<file path="config.mk">
export PLATFORM = sky130hd
export DESIGN_NAME = pipe_ctrl_top
export DESIGN_NICKNAME = d
export VERILOG_FILES = /design/src/verilog/pipe_ctrl_pkg.sv /design/src/verilog/stage_reg.sv /design/src/verilog/hazard_stall_id.sv /design/src/verilog/pc_sequencer.sv /design/src/verilog/forward_unit.sv /design/src/verilog/pipe_ctrl_top.sv
export VERILOG_INCLUDE_DIRS = /design/src /design/src/include
export SDC_FILE = /design/constraint.sdc
export NUM_CORES = 1
export LEC_CHECK = 0
export ABC_CLOCK_PERIOD_IN_PS = 2600
export BUFFER_PORTS_ARGS = -buffer_cell sky130_fd_sc_hd__buf_2
export CAP_MARGIN = 20
export CORE_MARGIN = 2
export CORE_UTILIZATION = 25
export CTS_BUF_LIST = sky130_fd_sc_hd__clkbuf_4 sky130_fd_sc_hd__clkbuf_8
export DETAILED_ROUTE_END_ITERATION = 6
export PLACE_DENSITY = 0.52
export SLEW_MARGIN = 30
export SYNTH_ARGS = -nofsm -noshare
export SYNTH_HDL_FRONTEND = slang
export SYNTH_SLANG_ARGS = --single-unit
</file>
<file path="constraint.sdc">
create_clock -name clk -period 2.6 [get_ports clk]
set_clock_uncertainty 0.15 [all_clocks]
set_input_delay 0.52 -clock clk [delete_from_list [all_inputs] [get_ports clk]]
set_output_delay 0.52 -clock clk [all_outputs]
set_load 0.005 [all_outputs]
</file>
<file path="src/include/pipe_ctrl_params.svh">
`ifndef PIPE_CTRL_PARAMS_SVH
`define PIPE_CTRL_PARAMS_SVH

// ------------------------------------------------------------------------
// widths
// ------------------------------------------------------------------------
`define PC_REG_W 5	// register number
`define PC_ADDR_W 32	// instruction address

// ------------------------------------------------------------------------
// program counter constants
// ------------------------------------------------------------------------
`define PC_RESET_VEC 32'h0000_0000	// first fetch after reset

// interrupt and syscall handler entry
`define PC_TRAP_VEC 32'h0000_0080

`define PC_STEP 32'd4	// one instruction word

`endif

</file>
<file path="src/verilog/pipe_ctrl_pkg.sv">
`include "pipe_ctrl_params.svh"

package pipe_ctrl_pkg;

	// ------------------------------------------------------------------------
	// stage payloads, valid is always the top bit
	// ------------------------------------------------------------------------

	// decoded instruction sitting in ID
	typedef struct packed {
		logic valid;
		logic [`PC_REG_W-1:0] rs;
		logic [`PC_REG_W-1:0] rt;
		logic [`PC_REG_W-1:0] rd;
		logic mem_read;	// load
		logic mem_write;	// store
		logic reg_write;
		logic is_branch;
		logic is_jump;
		logic is_syscall;
		logic is_trap;
	} ifid_t;

	typedef struct packed {
		logic valid;
		logic [`PC_REG_W-1:0] rs;
		logic [`PC_REG_W-1:0] rt;
		logic [`PC_REG_W-1:0] rd;
		logic mem_read;
		logic mem_write;
		logic reg_write;
		logic is_branch;
	} idex_t;

	typedef struct packed {
		logic valid;
		logic [`PC_REG_W-1:0] rd;
		logic reg_write;
		logic is_branch;	// still unresolved here
	} exmem_t;

	typedef struct packed {
		logic valid;
		logic [`PC_REG_W-1:0] rd;
		logic reg_write;
	} memwb_t;

	// ------------------------------------------------------------------------
	// controller outputs
	// ------------------------------------------------------------------------
	typedef struct packed {
		logic bubble_ifid;
		logic bubble_idex;
		logic bubble_exmem;
		logic write_ifid;
		logic write_idex;
		logic write_exmem;
		logic write_memwb;
		logic write_pc;
	} stall_ctrl_t;

	// operand source for EX
	typedef enum logic [1:0] {
		FWD_NONE  = 2'b00,
		FWD_EXMEM = 2'b01,
		FWD_MEMWB = 2'b10
	} fwd_src_e;

endpackage

</file>
<file path="src/verilog/stage_reg.sv">
// one pipeline register, payload chosen by the instantiating stage
module stage_reg #(
	parameter type payload_t = pipe_ctrl_pkg::memwb_t
) (
	input  logic clk,
	input  logic rst_n,
	input  logic write,
	input  logic bubble,
	input  payload_t d,
	output payload_t q
);

	logic [$bits(payload_t)-1:0] d_bits;

	// a bubble keeps the fields but kills the instruction
	always_comb begin
		d_bits = d;
		if (bubble) begin
			d_bits[$bits(payload_t)-1] = 1'b0;	// valid bit
		end
	end

	always_ff @(posedge clk) begin
		if (!rst_n) begin
			q <= '0;
		end
		else if (bubble || write) begin	// bubble loads even without write
			q <= payload_t'(d_bits);
		end
	end

	// ------------------------------------------------------------------------
	// checks
	// ------------------------------------------------------------------------

	// a stalled stage must not change between edges
	hold_when_idle: assert property (
		@(posedge clk) disable iff (!rst_n)
		(!write && !bubble) |=> (q == $past(q))
	) else $error("stage_reg changed while stalled");

endmodule

</file>
<file path="src/verilog/hazard_stall_id.sv">
// stall and bubble control, evaluated for the instruction in ID
module hazard_stall_id (
	input  pipe_ctrl_pkg::ifid_t ifid,
	input  pipe_ctrl_pkg::idex_t idex,
	input  pipe_ctrl_pkg::exmem_t exmem,
	input  logic mem_ready,
	input  logic branch_taken,
	input  logic int_trap,
	output pipe_ctrl_pkg::stall_ctrl_t ctrl,
	output logic trap_waiting
);

	logic branch_in_flight;
	logic store_then_load;
	logic load_use;
	logic id_redirect;
	logic flush;

	// ------------------------------------------------------------------------
	// hazard terms
	// ------------------------------------------------------------------------

	// unresolved branch further down, syscall must wait for it
	assign branch_in_flight = (idex.valid && idex.is_branch) ||
		(exmem.valid && exmem.is_branch);

	assign store_then_load = ifid.valid && ifid.mem_read &&
		idex.valid && idex.mem_write;

	assign load_use = ifid.valid && idex.valid && idex.mem_read &&
		((idex.rd == ifid.rs) || (idex.rd == ifid.rt));

	assign id_redirect = ifid.valid && (ifid.is_jump || ifid.is_trap);
	assign flush = branch_taken || int_trap;	// redirect from MEM or outside

	// ------------------------------------------------------------------------
	// priority chain
	// ------------------------------------------------------------------------
	always_comb begin
		ctrl.bubble_ifid = 1'b0;
		ctrl.bubble_idex = 1'b0;
		ctrl.bubble_exmem = 1'b0;
		ctrl.write_ifid = 1'b1;
		ctrl.write_idex = 1'b1;
		ctrl.write_exmem = 1'b1;
		ctrl.write_memwb = 1'b1;
		ctrl.write_pc = 1'b1;
		trap_waiting = ifid.valid && ifid.is_syscall;

		if (!mem_ready) begin
			// whole pipe freezes
			ctrl.write_ifid = 1'b0;
			ctrl.write_idex = 1'b0;
			ctrl.write_exmem = 1'b0;
			ctrl.write_memwb = 1'b0;
			ctrl.write_pc = 1'b0;
			trap_waiting = 1'b0;
		end
		else if (ifid.valid && ifid.is_syscall && branch_in_flight) begin
			ctrl.bubble_idex = 1'b1;
			ctrl.write_ifid = 1'b0;	// pc keeps writing here
			trap_waiting = 1'b0;
		end
		else if (store_then_load) begin
			ctrl.bubble_idex = 1'b1;
			ctrl.write_ifid = 1'b0;
			ctrl.write_pc = 1'b0;
		end
		else if (load_use) begin
			ctrl.bubble_idex = 1'b1;	// one slot for the load data
			ctrl.write_ifid = 1'b0;
			ctrl.write_pc = 1'b0;
		end
		else if (id_redirect) begin
			ctrl.bubble_ifid = 1'b1;	// drop the fall-through fetch
		end

		// taken branch or interrupt squashes everything younger
		if (flush) begin
			ctrl.bubble_ifid = 1'b1;
			ctrl.bubble_idex = 1'b1;
			ctrl.bubble_exmem = 1'b1;
			ctrl.write_pc = 1'b1;
		end
	end

	// ------------------------------------------------------------------------
	// checks
	// ------------------------------------------------------------------------

	// bubble_ifid only comes from a redirect in ID, which never stalls IF/ID
	always_comb begin
		ifid_bubble_vs_hold: assert (flush || !(ctrl.bubble_ifid && !ctrl.write_ifid))
			else $error("IF/ID bubbled and held without a flush");
	end

endmodule

</file>
<file path="src/verilog/pc_sequencer.sv">
`include "pipe_ctrl_params.svh"

// fetch address, redirected by trap, branch and jump
module pc_sequencer (
	input  logic clk,
	input  logic rst_n,
	input  logic write_pc,
	input  logic int_trap,
	input  logic branch_taken,
	input  logic [`PC_ADDR_W-1:0] branch_target,
	input  logic jump_valid,
	input  logic [`PC_ADDR_W-1:0] jump_target,
	output logic [`PC_ADDR_W-1:0] pc
);

	logic [`PC_ADDR_W-1:0] pc_next;

	// oldest redirect wins, interrupt above everything
	always_comb begin
		if (int_trap) begin
			pc_next = `PC_TRAP_VEC;
		end
		else if (branch_taken) begin
			pc_next = branch_target;	// resolved in MEM
		end
		else if (jump_valid) begin
			pc_next = jump_target;	// jump decoded in ID
		end
		else begin
			pc_next = pc + `PC_STEP;
		end
	end

	always_ff @(posedge clk) begin
		if (!rst_n) begin
			pc <= `PC_RESET_VEC;
		end
		else if (write_pc) begin
			pc <= pc_next;
		end
	end

	// ------------------------------------------------------------------------
	// checks
	// ------------------------------------------------------------------------

	// targets come from outside, so alignment is checked over time
	pc_word_aligned: assert property (
		@(posedge clk) disable iff (!rst_n)
		pc[1:0] == 2'b00
	) else $error("pc not word aligned: %h", pc);

endmodule

</file>
<file path="src/verilog/forward_unit.sv">
`include "pipe_ctrl_params.svh"

// operand bypass selects for the instruction in EX
module forward_unit (
	input  pipe_ctrl_pkg::idex_t idex,
	input  pipe_ctrl_pkg::exmem_t exmem,
	input  pipe_ctrl_pkg::memwb_t memwb,
	output pipe_ctrl_pkg::fwd_src_e fwd_a,
	output pipe_ctrl_pkg::fwd_src_e fwd_b
);

	logic exmem_ok;
	logic memwb_ok;

	// younger result first, then the one about to retire
	function automatic pipe_ctrl_pkg::fwd_src_e pick(
		input logic [`PC_REG_W-1:0] src,
		input logic ex_ok,
		input logic [`PC_REG_W-1:0] ex_rd,
		input logic wb_ok,
		input logic [`PC_REG_W-1:0] wb_rd
	);
		if (ex_ok && (ex_rd == src)) begin
			pick = pipe_ctrl_pkg::FWD_EXMEM;
		end
		else if (wb_ok && (wb_rd == src)) begin
			pick = pipe_ctrl_pkg::FWD_MEMWB;
		end
		else begin
			pick = pipe_ctrl_pkg::FWD_NONE;
		end
	endfunction

	// ------------------------------------------------------------------------
	// producers that can bypass
	// ------------------------------------------------------------------------

	// r0 is hardwired, never a producer
	assign exmem_ok = exmem.valid && exmem.reg_write && (exmem.rd != '0);
	assign memwb_ok = memwb.valid && memwb.reg_write && (memwb.rd != '0);

	// ------------------------------------------------------------------------
	// selects
	// ------------------------------------------------------------------------
	assign fwd_a = idex.valid ?
		pick(idex.rs, exmem_ok, exmem.rd, memwb_ok, memwb.rd) :
		pipe_ctrl_pkg::FWD_NONE;

	assign fwd_b = idex.valid ?
		pick(idex.rt, exmem_ok, exmem.rd, memwb_ok, memwb.rd) :
		pipe_ctrl_pkg::FWD_NONE;	// bubble in EX

endmodule

</file>
<file path="src/verilog/pipe_ctrl_top.sv">
`include "pipe_ctrl_params.svh"

module pipe_ctrl_top (
	input  logic clk,
	input  logic rst_n,
	input  pipe_ctrl_pkg::ifid_t fetch_in,
	input  logic mem_ready,
	input  logic branch_taken,
	input  logic [`PC_ADDR_W-1:0] branch_target,
	input  logic [`PC_ADDR_W-1:0] jump_target,
	input  logic int_trap,
	output logic [`PC_ADDR_W-1:0] pc,
	output pipe_ctrl_pkg::stall_ctrl_t ctrl,
	output logic trap_waiting,
	output pipe_ctrl_pkg::fwd_src_e fwd_a,
	output pipe_ctrl_pkg::fwd_src_e fwd_b
);

	pipe_ctrl_pkg::ifid_t ifid_q;
	pipe_ctrl_pkg::idex_t idex_d;
	pipe_ctrl_pkg::idex_t idex_q;
	pipe_ctrl_pkg::exmem_t exmem_d;
	pipe_ctrl_pkg::exmem_t exmem_q;
	pipe_ctrl_pkg::memwb_t memwb_d;
	pipe_ctrl_pkg::memwb_t memwb_q;
	logic jump_valid;

	// ------------------------------------------------------------------------
	// field narrowing between stages
	// ------------------------------------------------------------------------

	// ID drops the flags that are consumed in decode
	assign idex_d = '{
		valid: ifid_q.valid,
		rs: ifid_q.rs,
		rt: ifid_q.rt,
		rd: ifid_q.rd,
		mem_read: ifid_q.mem_read,
		mem_write: ifid_q.mem_write,
		reg_write: ifid_q.reg_write,
		is_branch: ifid_q.is_branch
	};

	assign exmem_d = '{
		valid: idex_q.valid,
		rd: idex_q.rd,
		reg_write: idex_q.reg_write,
		is_branch: idex_q.is_branch
	};

	assign memwb_d = '{
		valid: exmem_q.valid,
		rd: exmem_q.rd,
		reg_write: exmem_q.reg_write
	};

	assign jump_valid = ifid_q.valid && ifid_q.is_jump;

	// ------------------------------------------------------------------------
	// stage registers
	// ------------------------------------------------------------------------
	stage_reg #(.payload_t(pipe_ctrl_pkg::ifid_t)) u_ifid (
		.clk(clk),
		.rst_n(rst_n),
		.write(ctrl.write_ifid),
		.bubble(ctrl.bubble_ifid),
		.d(fetch_in),
		.q(ifid_q)
	);

	stage_reg #(.payload_t(pipe_ctrl_pkg::idex_t)) u_idex (
		.clk(clk),
		.rst_n(rst_n),
		.write(ctrl.write_idex),
		.bubble(ctrl.bubble_idex),
		.d(idex_d),
		.q(idex_q)
	);

	stage_reg #(.payload_t(pipe_ctrl_pkg::exmem_t)) u_exmem (
		.clk(clk),
		.rst_n(rst_n),
		.write(ctrl.write_exmem),
		.bubble(ctrl.bubble_exmem),
		.d(exmem_d),
		.q(exmem_q)
	);

	// nothing squashes WB, it only stalls
	stage_reg #(.payload_t(pipe_ctrl_pkg::memwb_t)) u_memwb (
		.clk(clk),
		.rst_n(rst_n),
		.write(ctrl.write_memwb),
		.bubble(1'b0),
		.d(memwb_d),
		.q(memwb_q)
	);

	// ------------------------------------------------------------------------
	// control
	// ------------------------------------------------------------------------
	hazard_stall_id u_hazard_stall_id (
		.ifid(ifid_q),
		.idex(idex_q),
		.exmem(exmem_q),
		.mem_ready(mem_ready),
		.branch_taken(branch_taken),
		.int_trap(int_trap),
		.ctrl(ctrl),
		.trap_waiting(trap_waiting)
	);

	pc_sequencer u_pc_sequencer (
		.clk(clk),
		.rst_n(rst_n),
		.write_pc(ctrl.write_pc),
		.int_trap(int_trap),
		.branch_taken(branch_taken),
		.branch_target(branch_target),
		.jump_valid(jump_valid),
		.jump_target(jump_target),
		.pc(pc)
	);

	forward_unit u_forward_unit (
		.idex(idex_q),
		.exmem(exmem_q),
		.memwb(memwb_q),
		.fwd_a(fwd_a),
		.fwd_b(fwd_b)
	);

endmodule

</file>
==> metrics.md, run 1 <==
| Metric | Value |
|---|---|
| Outcome | `complete, but fails checks` |
| Violated checks | `negative setup slack` |
| Top cells by area, synth | `dfxtp_1, nand2_1, mux2i_1` |
| Hold Crit Depth | `3` |
| Total number of vias | `around 5200` |
| Clock slew at reported path FFs | `around 0.11 ns` |
| First-pass GRT wire length | `about 27 mm` |
| Net Count, Synth | `743` |
| Total Wirelength | `17.4 mm` |
| Startpoint Class | `register` |
| Top cells by count, synth | `nand2_1, dfxtp_1, nor2_1, a21oi_1` |
| Number of synthesized flops with an enable pin | `0` |
| Clk root buf | `clkbuf_8` |
| Worst Hold End | `u_ifid.q[7]` |
| RSZ-0062 raised after global routing | `true` |
| DRC Markers | `0` |
| Area delta synth->final | `34.9%` |
| Hold Crit Class | `input port to register` |
| Design area | `~7000 um^2` |
| Multi-input combinational cell area | `roughly 3200 um^2` |
| Yosys top cell by area | `dfxtp_1` |
| Synthesized area | `5100 um^2` |
| GRT Total Usage | `15.6%` |
| Worst-margin pin slew | `0.718 ns` |
| R2R cell count | `14` |
| DRT iter0 DRCs | `248` |
| Layout cells sized above 1 | `34.9%` |
| Slew headroom | `52.1%` |
| Min cycle time layout | `2.68 ns` |
| Fmax achieved | `373 MHz` |
| Max VDD drop | `0.000267 V` |
| Tcrit/Tclk final | `103%` |
| Initial antenna violation count | `1` |
| Non-filler cells, final | `1087` |
| Max Cap Viol | `0` |
| Fill count | `2191` |
| Inst Count DP | `roughly 1000` |
| Die width | `around 150 um` |
| Simple-gate portion of the synthesized area | `23.9%` |
| Critical path class | `register to output port` |
| Largest family of logic cells by synthesized area | `simple AND/OR/NAND/NOR gates` |
| Xor-xnor portion of the synthesized cell area | `7.03%` |
| Register area | `~1800 um^2` |
| DRT antenna net count | `0` |
| Req. time, crit path | `1.93 ns` |
| Worst r2r src | `u_idex.q[8]` |
| Synth Area in Adders | `less than 1%` |
| Dominant synthesized flop cell | `dfxtp_1` |
| Asr flop ratio synth | `0%` |
| Synth unique cells | `61` |
| Nets | `905` |
| Core area | `20100 um^2` |
| DR WL/cell | `16.0 um` |
| Placer Congestion | `0.855` |
| Chip height | `147 um` |
| Crit. End Element | `output port` |
| Sequential-to-total area share from yosys stat | `35.3%` |
| Hold buffers post-CTS | `0` |
| Area after DPL | `between 6000 and 7000 um^2` |
| CP max FO | `4` |
| Final worst slack | `-0.0842 ns` |
| HPWL Detailed | `12.4 mm` |
| Reg2reg setup slack | `about 0.08 ns` |
| CTS sink count | `90` |
| FF+latch count, synth | `90` |
| Final hold violation count | `0` |
| Worst skew pair latency | `~0.38 ns` |
| TritonRoute pass-1 iters | `5` |
| CTS tree | `done` |
| Cells after Synth | `650` |
| Mux cell area share after synthesis | `5.88%` |
| Count leader, synth | `nand2_1` |
| Hold Startpoint | `fetch_in[7]` |
| Pleak | `roughly 2.9 nW` |
| Initial Utilization | `25.4%` |
| Vias in the first global route | `4981` |
| Total CTS buffers | `9` |
| N_diodes | `0` |
| Slew Viols, Final | `0` |
| TNS Setup | `-0.229 ns` |
| Vias/cell | `4.82` |
| # IOs | `between 100 and 150` |
| P per Cell Area | `452 nW/um^2` |
| Die Footprint | `21600 um^2` |
| Avg Synthesized Cell Area | `7.85 um^2` |
| Post-synthesis compound-gate area fraction | `between 20% and 30%` |
| Largest net degree at the start of global routing | `55` |
| # H-tree levels | `3` |
| # setup viols final | `5` |
| YS warnings | `0` |
| Top cell type's share of synthesized area | `35.3%` |
| PortBufs | `~140` |
| CTS max path bufs | `2` |
| FF-to-FF End | `u_pc_sequencer.pc[19]` |
| GRT overflow | `0` |
| Critical path data arrival time | `2.01 ns` |
| Rows | `52` |
-- what timing repair did --
action | 4_1_cts | 5_1_grt
resized for setup | 40 | 32
gates cloned | 0 | 1
setup buffers | 14 | 8
pin swaps | 18 | 14
setup endpoints to repair | 8 | 15
-- through the flow --
stage / utilization [%] / setup slack (ns) / hold slack [ns] / power [mW]
final: 34.3 / -0.0842 / 0.207 / 3.11
after global routing: 34.3 / -0.238 / 0.202 / 3.27
after CTS: 33.4 / -0.0527 / 0.187 / 3.14
after detailed placement: 31.0 / 0.0348 / 0.297 / 2.00
after global placement: 31.0 / 0.0830 / 0.293 / 1.99
after floorplan: - / 0.233 / 0.282 / 1.79
-- registers in the layout, summed over array words and instances (netlist names) --
| signal | flops |
|---|---|
| u_idex.q | 20 |
| u_pc_sequencer.pc | 32 |
| u_ifid.q | 23 |
| u_memwb.q | 7 |
| u_exmem.q | 8 |
-- how the worst max path moves through the flow --
stage                       startpoint        to  slack (ns)  cells after the start
after floorplan           branch_taken   ctrl[0]        0.23                      9
after global placement     u_idex.q[6]   ctrl[7]        0.08                      7
after detailed placement   u_idex.q[6]   ctrl[7]        0.03                      7
after CTS                 u_exmem.q[3]  fwd_b[1]       -0.05                      5
after global routing      u_exmem.q[3]  fwd_a[1]       -0.24                      5
final                      u_idex.q[8]   ctrl[4]       -0.08                      8
-- final cells by class --
cell class / count / share of cell area (%)
clock inverters: 7 / 1.40
inverters: 17 / 0.963
clock buffers: 9 / 1.80
well taps: 270 / 4.91
flip-flops and latches: 90 / 26.7
repair buffers: 204 / 18.5
multi-input cells: 490 / 45.8
-- report_power, final --
group          internal [mW]  switching, mW  total [mW]
clock network          0.474          0.607        1.08
registers               1.44         0.0664        1.50
logic                  0.261          0.267       0.528
total                   2.17          0.940        3.11
-- cells in the final DEF, fill, tap and decap left out, drive strengths merged, types with 3 or more instances in the layout --
cell type  instances
nand3             30
xor2              17
xnor2             24
o31ai             13
and2               7
dfxtp             90
nor2b              3
nor3              11
a21oi             59
clkbuf             9
o21ai             22
o22ai              3
a311oi             4
and3              10
o2111ai            3
or4                4
a41oi              4
nand2             97
a31oi             10
inv               20
nor4               5
a21boi             3
or3                6
buf              204
nor2              72
o221a              8
nand4              7
a221oi             4
mux2i             30
a211oi            10
-- critical path: stages (launching register included) --
cell      delay [ns]
dfxtp_4         0.36
buf_4           0.14
xnor2_2         0.16
nand4_1         0.17
o21ai_2         0.23
a311oi_4        0.16
buf_4           0.18
and2_4          0.15
buf_6           0.10
-- routing by layer --
layer | vias to the layer above | global-route usage [%] | wire length, um | share of wire [%]
met5 | - | 0 | 0 | 0
met4 | 0 | 3.08 | 150 | 0.86
met3 | 10 | 3.79 | 1110 | 6.4
met2 | 163 | 26.5 | 8320 | 48
met1 | 2438 | 20.2 | 7780 | 45
li1 | 2627 | - | - | -
-- cell families (layout without fill, tap and decap cells) --
| group | count (synthesis) | count (layout) |
|---|---|---|
| simple gates | 259 | 259 |
| buf+inv | 70 | 237 |
| compound gates | 159 | 159 |
| flops | 90 | 90 |
| xor+xnor | 41 | 41 |
| fa+ha+maj | 1 | 1 |
| mux | 30 | 30 |
Note: power is estimated with default switching activity, not from simulation.
==> inputs of run 2 (changes only) <==
- CAP_MARGIN: 20 -> not set
- CORE_ASPECT_RATIO: not set -> 0.8
- CTS_CLUSTER_DIAMETER: not set -> 50
==> run 2 against run 1 <==
  * The run still ends with negative setup slack left
  * Cell area fell by 5.5%
  * First-iteration DRC count rose by 8.5%
  * Sequential share of layout area rose by 1.7 points
  * Global-route usage rose by 0.16 points
  * Critical endpoint is now fwd_b[1]
==> metrics.md, run 2 (synthesized netlist as in run 1, its figures left out) <==
| Metric | Value |
|---|---|
| DR WL/cell | `16.3 um (+1.8%)` |
| CP max FO | `3 (-1)` |
| Top cell family by delay on the critical path | `simple AND/OR/NAND/NOR gates` |
| Reg2reg setup slack | `0.30 ns (+0.22 ns)` |
| Total CTS buffers | `9 (unchanged)` |
| Startpoint Class | `register` |
| TritonRoute pass-1 iters | `4 (-1)` |
| Commonest cells after routing, fill and taps aside | `buf_2, nand2_1, dfxtp_1` |
| Fin util | `32.7% (-1.6 points)` |
| TNS Setup | `-0.469 ns (-0.241 ns)` |
| Top flop regs | `u_pc_sequencer.pc (32), u_ifid.q (23), u_idex.q (20)` |
| Largest net degree at the start of global routing | `61 (+11%)` |
| Clock slew at reported path FFs | `0.10 ns (about the same)` |
| Placer Congestion | `0.827 (-3.3%)` |
| Crit path cell chain | `or4_1 -> o211ai_1 -> nor4_2 -> nor4_4 -> buf_2` |
| Crit. End Element | `output port` |
| # setup viols final | `5 (unchanged)` |
| First-pass GRT wire length | `26.9 mm (+0.13%)` |
| Initial antenna violation count | `0 (-1)` |
| CTS max path bufs | `2 (unchanged)` |
| Die width | `164 um (+11%)` |
| Most common cell after layout, fill and taps aside | `buf_2` |
| CTS sink count | `90 (unchanged)` |
| RSZ-0062 raised after global routing | `true` |
| CTS tree | `done` |
| Clk root buf | `clkbuf_8` |
| Critical path class | `register to output port` |
| GRT Total Usage | `15.7% (+0.16 points)` |
| P per Cell Area | `446 nW/um^2 (-1.5%)` |
| DRT iter0 DRCs | `269 (+8.5%)` |
| Pleak | `2.73 nW (-7.0%)` |
| Slew headroom | `63.6% (+12 points)` |
| Hold buffers post-CTS | `0 (unchanged)` |
| Pwr Total | `2.90 mW (-6.9%)` |
| HPWL Detailed | `12.4 mm (+0.17%)` |
| Critical path's slowest cell | `or4_1` |
| Vias/cell | `4.85 (+0.57%)` |
| Slew Viols, Final | `0 (unchanged)` |
| Area delta synth->final | `27.5%` |
| Number of flip-flops in the largest register | `32 (unchanged)` |
| Rows | `46 (-12%)` |
| Vias in the first global route | `4793 (-3.8%)` |
| Core area | `19900 um^2 (-0.95%)` |
| Worst-margin pin slew | `0.546 ns (-0.172 ns)` |
| Chip height | `132 um (-10%)` |
| Req. time, crit path | `1.93 ns (about the same)` |
| Crit path buffers/inverters | `1 (-2)` |
| Fmax achieved | `366 MHz (-1.8%)` |
| DRC Markers | `0 (unchanged)` |
| Layout cells sized above 1 | `30.7% (-4.2 points)` |
| Total number of vias | `5074 (-3.1%)` |
| Max Cap Viol | `0 (unchanged)` |
| Violated checks | `negative setup slack` |
| Die Footprint | `21600 um^2 (about the same)` |
| Nets | `871 (-3.8%)` |
| GRT overflow | `0 (unchanged)` |
| CP max stage delay | `0.52 ns (+0.16 ns)` |
| Outcome | `complete, but fails checks` |
| Initial Utilization | `25.6% (+0.24 points)` |
| # IOs | `137 (unchanged)` |
| Worst skew pair latency | `0.39 ns (about the same)` |
| PortBufs | `136 (unchanged)` |
| Final hold violation count | `0 (unchanged)` |
| Critical path data arrival time | `2.06 ns (+0.05 ns)` |
| Hold Crit Class | `input port to register` |
| DRT antenna net count | `0 (unchanged)` |
| Largest reg by FF count | `u_pc_sequencer.pc` |
| N_diodes | `0 (unchanged)` |
| Max VDD drop | `0.000247 V (-7.2%)` |
| Final worst slack | `-0.134 ns (-0.0500 ns)` |
| # H-tree levels | `3 (unchanged)` |
| Total Wirelength | `17.0 mm (-2.0%)` |
| Min cycle time layout | `2.73 ns (+0.0500 ns)` |
| Tcrit/Tclk final | `105% (+1.9 points)` |
[run 2: what timing repair did]
action / 4_1_cts / 5_1_grt
resized for setup: 19 / 30
pin swaps: 7 / 13
setup endpoints to repair: 8 / 8
setup buffers: 1 / 7
[run 2: routing by layer]
layer | routed length [um] | track usage (%) | share of wire, % | vias to the layer above
met2 | 7030 | 22.0 | 41 | 134
met4 | 273 | 4.53 | 1.6 | 0
met5 | 0 | 0 | 0 | -
met3 | 877 | 2.61 | 5.2 | 15
met1 | 8840 | 24.4 | 52 | 2372
li1 | - | - | - | 2553
[run 2: per-stage QoR]
step	worst slack (ns)	std cells	area, um^2	hold WS (ns)
finish	-0.134	1047	6510	0.210
global route	-0.248	1047	6510	0.203
CTS	-0.0880	1040	6350	0.188
detailed placement	-0.0215	1024	6100	0.299
global placement	-0.0143	1024	6100	0.293
floorplan	0.233	650	5100	0.282
[run 2: worst paths after layout]
check                           depth (start not counted)                   from                    end
worst max register to register                          6  u_pc_sequencer.pc[20]  u_pc_sequencer.pc[26]
worst min-delay path                                    3           fetch_in[20]           u_ifid.q[20]
worst min register to register                          2            u_ifid.q[9]            u_idex.q[6]
worst max-delay path                                    5           u_exmem.q[3]               fwd_b[1]
[run 2: power breakdown]
| group | total (mW) | switching [mW] | internal [mW] |
|---|---|---|---|
| Clock | 0.930 | 0.559 | 0.371 |
| Combinational | 0.460 | 0.245 | 0.215 |
| Sequential | 1.51 | 0.0742 | 1.44 |
[run 2: final cells by class]
class                      count  area, um^2
clock buffer                  10         131
clock inverter                 6        47.5
fill                        2166       13400
inverter                      17        66.3
multi-input combinational    490        3100
sequential                    90        1840
tap                          264         330
timing repair buffer         170         986
[run 2: worst min-delay path, cell delays in order]
cell     delay, ns
buf_2         0.08
mux2i_1       0.05
nor2_1        0.07
==> inputs of run 3 (changes only) <==
- BUFFER_PORTS_ARGS: -buffer_cell sky130_fd_sc_hd__buf_2 -> -buffer_cell sky130_fd_sc_hd__buf_4
==> run 3 against run 2 <==
  * The run still ends with negative setup slack left
  * Wire length grew 3.7%
  * Cell area grew 7.2%
  * Clock power grew 11%
  * Worst hold slack gained 0.0015 ns
  * Register-to-register slack is essentially flat
  * Via count grew 1.4%
  * Largest cell class unchanged
==> metrics.md, run 3 (synthesized netlist as in run 1, its figures left out) <==
| Metric | Value |
|---|---|
| Outcome | `complete, but fails checks` |
| Violated checks | `negative setup slack` |
| Max VDD drop | `0.000216 V (-13%)` |
| Nets | `879 (+0.92%)` |
| TNS Setup | `-0.137 ns (+0.333 ns)` |
| Rows | `46 (unchanged)` |
| Area after DPL | `6480 um^2 (+6.2%)` |
| Critical path class | `register to output port` |
| Total CTS buffers | `9 (unchanged)` |
| Worst-margin pin slew | `0.562 ns (+0.0163 ns)` |
| DRT iter0 DRCs | `396 (+47%)` |
| DRC Markers | `0 (unchanged)` |
| Max Cap Viol | `0 (unchanged)` |
| Worst skew pair latency | `0.39 ns (about the same)` |
| Pwr Total | `3.06 mW (+5.5%)` |
| Chip height | `132 um (unchanged)` |
| # H-tree levels | `3 (unchanged)` |
| Clock slew at reported path FFs | `0.10 ns (about the same)` |
| Most common cell after layout, fill and taps aside | `buf_4` |
| Pleak | `2.87 nW (+5.1%)` |
| Slew headroom | `62.5% (-1.1 points)` |
| Hold Crit Class | `input port to register` |
| Top flop regs | `u_pc_sequencer.pc (32), u_ifid.q (23), u_idex.q (20)` |
| Area delta synth->final | `36.6%` |
| Initial Utilization | `25.6% (unchanged)` |
| Initial antenna violation count | `0 (unchanged)` |
| Vias/cell | `4.88 (+0.69%)` |
| Crit. End Element | `output port` |
| Slew Viols, Final | `0 (unchanged)` |
| HPWL Detailed | `12.5 mm (+0.86%)` |
| Min cycle time layout | `2.67 ns (-0.0605 ns)` |
| PortBufs | `136 (unchanged)` |
| Largest reg by FF count | `u_pc_sequencer.pc` |
| # IOs | `137 (unchanged)` |
| Die width | `164 um (unchanged)` |
| Fmax achieved | `374 MHz (+2.3%)` |
| Tcrit/Tclk final | `103% (-2.3 points)` |
| Total Wirelength | `17.7 mm (+3.7%)` |
| Placer Congestion | `0.833 (+0.79%)` |
| Clk root buf | `clkbuf_8` |
| DR WL/cell | `16.7 um (+3.0%)` |
| DRT antenna net count | `0 (unchanged)` |
| Commonest cells after routing, fill and taps aside | `buf_4, nand2_1, dfxtp_1` |
| Design area | `6970 um^2 (+7.2%)` |
| N_diodes | `0 (unchanged)` |
| CP max FO | `2 (-1)` |
| Startpoint Class | `register` |
| Req. time, crit path | `1.93 ns (about the same)` |
| GRT Total Usage | `16.2% (+0.46 points)` |
| P per Cell Area | `439 nW/um^2 (-1.5%)` |
| Final worst slack | `-0.0736 ns (+0.0605 ns)` |
| Critical path data arrival time | `2.00 ns (-0.06 ns)` |
| Layout cells sized above 1 | `32.2% (+1.5 points)` |
| CTS tree | `done` |
| Core area | `19900 um^2 (unchanged)` |
| Number of flip-flops in the largest register | `32 (unchanged)` |
| Die Footprint | `21600 um^2 (unchanged)` |
| Final hold violation count | `0 (unchanged)` |
| CTS sink count | `90 (unchanged)` |
| Fill count | `2129 (-1.7%)` |
| GRT overflow | `0 (unchanged)` |
| Vias in the first global route | `4813 (+0.42%)` |
| # setup viols final | `4 (-1)` |
| Total number of vias | `5143 (+1.4%)` |
| CTS max path bufs | `2 (unchanged)` |
| Largest net degree at the start of global routing | `61 (unchanged)` |
| TritonRoute pass-1 iters | `4 (unchanged)` |
| First-pass GRT wire length | `27.5 mm (+2.2%)` |
| RSZ-0062 raised after global routing | `true` |
run 3: what timing repair did:
action                                  4_1_cts  5_1_grt
endpoints found under the setup margin        6        8
gates resized for setup                      31       26
hold buffers                                  0        0
buffers inserted                              8        3
pin swaps                                    16       14
run 3: path summary, 6_finish.rpt:
| check | startpoint | end | slack [ns] | cells past startpoint |
|---|---|---|---|---|
| worst max-delay path | u_exmem.q[6] | fwd_b[1] | -0.07 | 6 |
| worst min-delay path | fetch_in[7] | u_ifid.q[7] | 0.21 | 3 |
| worst max register to register | u_idex.q[19] | u_pc_sequencer.pc[29] | 0.29 | 9 |
| worst min register to register | u_idex.q[1] | u_idex.q[1] | 0.31 | 2 |
run 3: report_power, final:
part / total, mW / switching (mW) / leakage (nW) / internal [mW]
combinational: 0.518 / 0.249 / 2.02 / 0.268
clock: 1.03 / 0.574 / 0.102 / 0.455
sequential: 1.51 / 0.0734 / 0.747 / 1.44
total: 3.06 / 0.897 / 2.87 / 2.16
run 3: cell type report:
type	instances	area, um^2	share of cell area [%]
well taps	264	330	4.74
repair buffers	178	1410	20.1
inverters	17	66.3	0.951
clock buffers	9	124	1.78
multi-input cells	490	3140	45.1
flip-flops and latches	90	1830	26.3
clock inverters	6	72.6	1.04
run 3: through the flow:
step | util, % | setup WS (ns) | hold slack [ns] | cells
5_1_grt | 35.0 | -0.229 | 0.181 | 1054
4_1_cts | 34.4 | -0.0961 | 0.185 | 1051
6_report | 35.0 | -0.0736 | 0.212 | 1054
2_1_floorplan | - | 0.233 | 0.282 | 650
3_5_place_dp | 32.5 | 0.00810 | 0.297 | 1029
3_3_place_gp | 32.5 | -0.0216 | 0.293 | 1029
run 3: layer usage:
| layer | wire length (um) | vias to the layer above | track usage (%) |
|---|---|---|---|
| li1 | - | 2567 | - |
| met4 | 182 | 0 | 3.70 |
| met2 | 7550 | 136 | 22.7 |
| met5 | 0 | - | 0 |
| met3 | 894 | 13 | 3.27 |
| met1 | 9030 | 2427 | 25.1 |
run 3: critical path, stage by stage (launching register included):
cell and delay (ns):
dfxtp_2 0.33, or4_1 0.51, o211ai_1 0.20, buf_4 0.17, nor4_4 0.06, nor4_4 0.19
buf_4 0.16
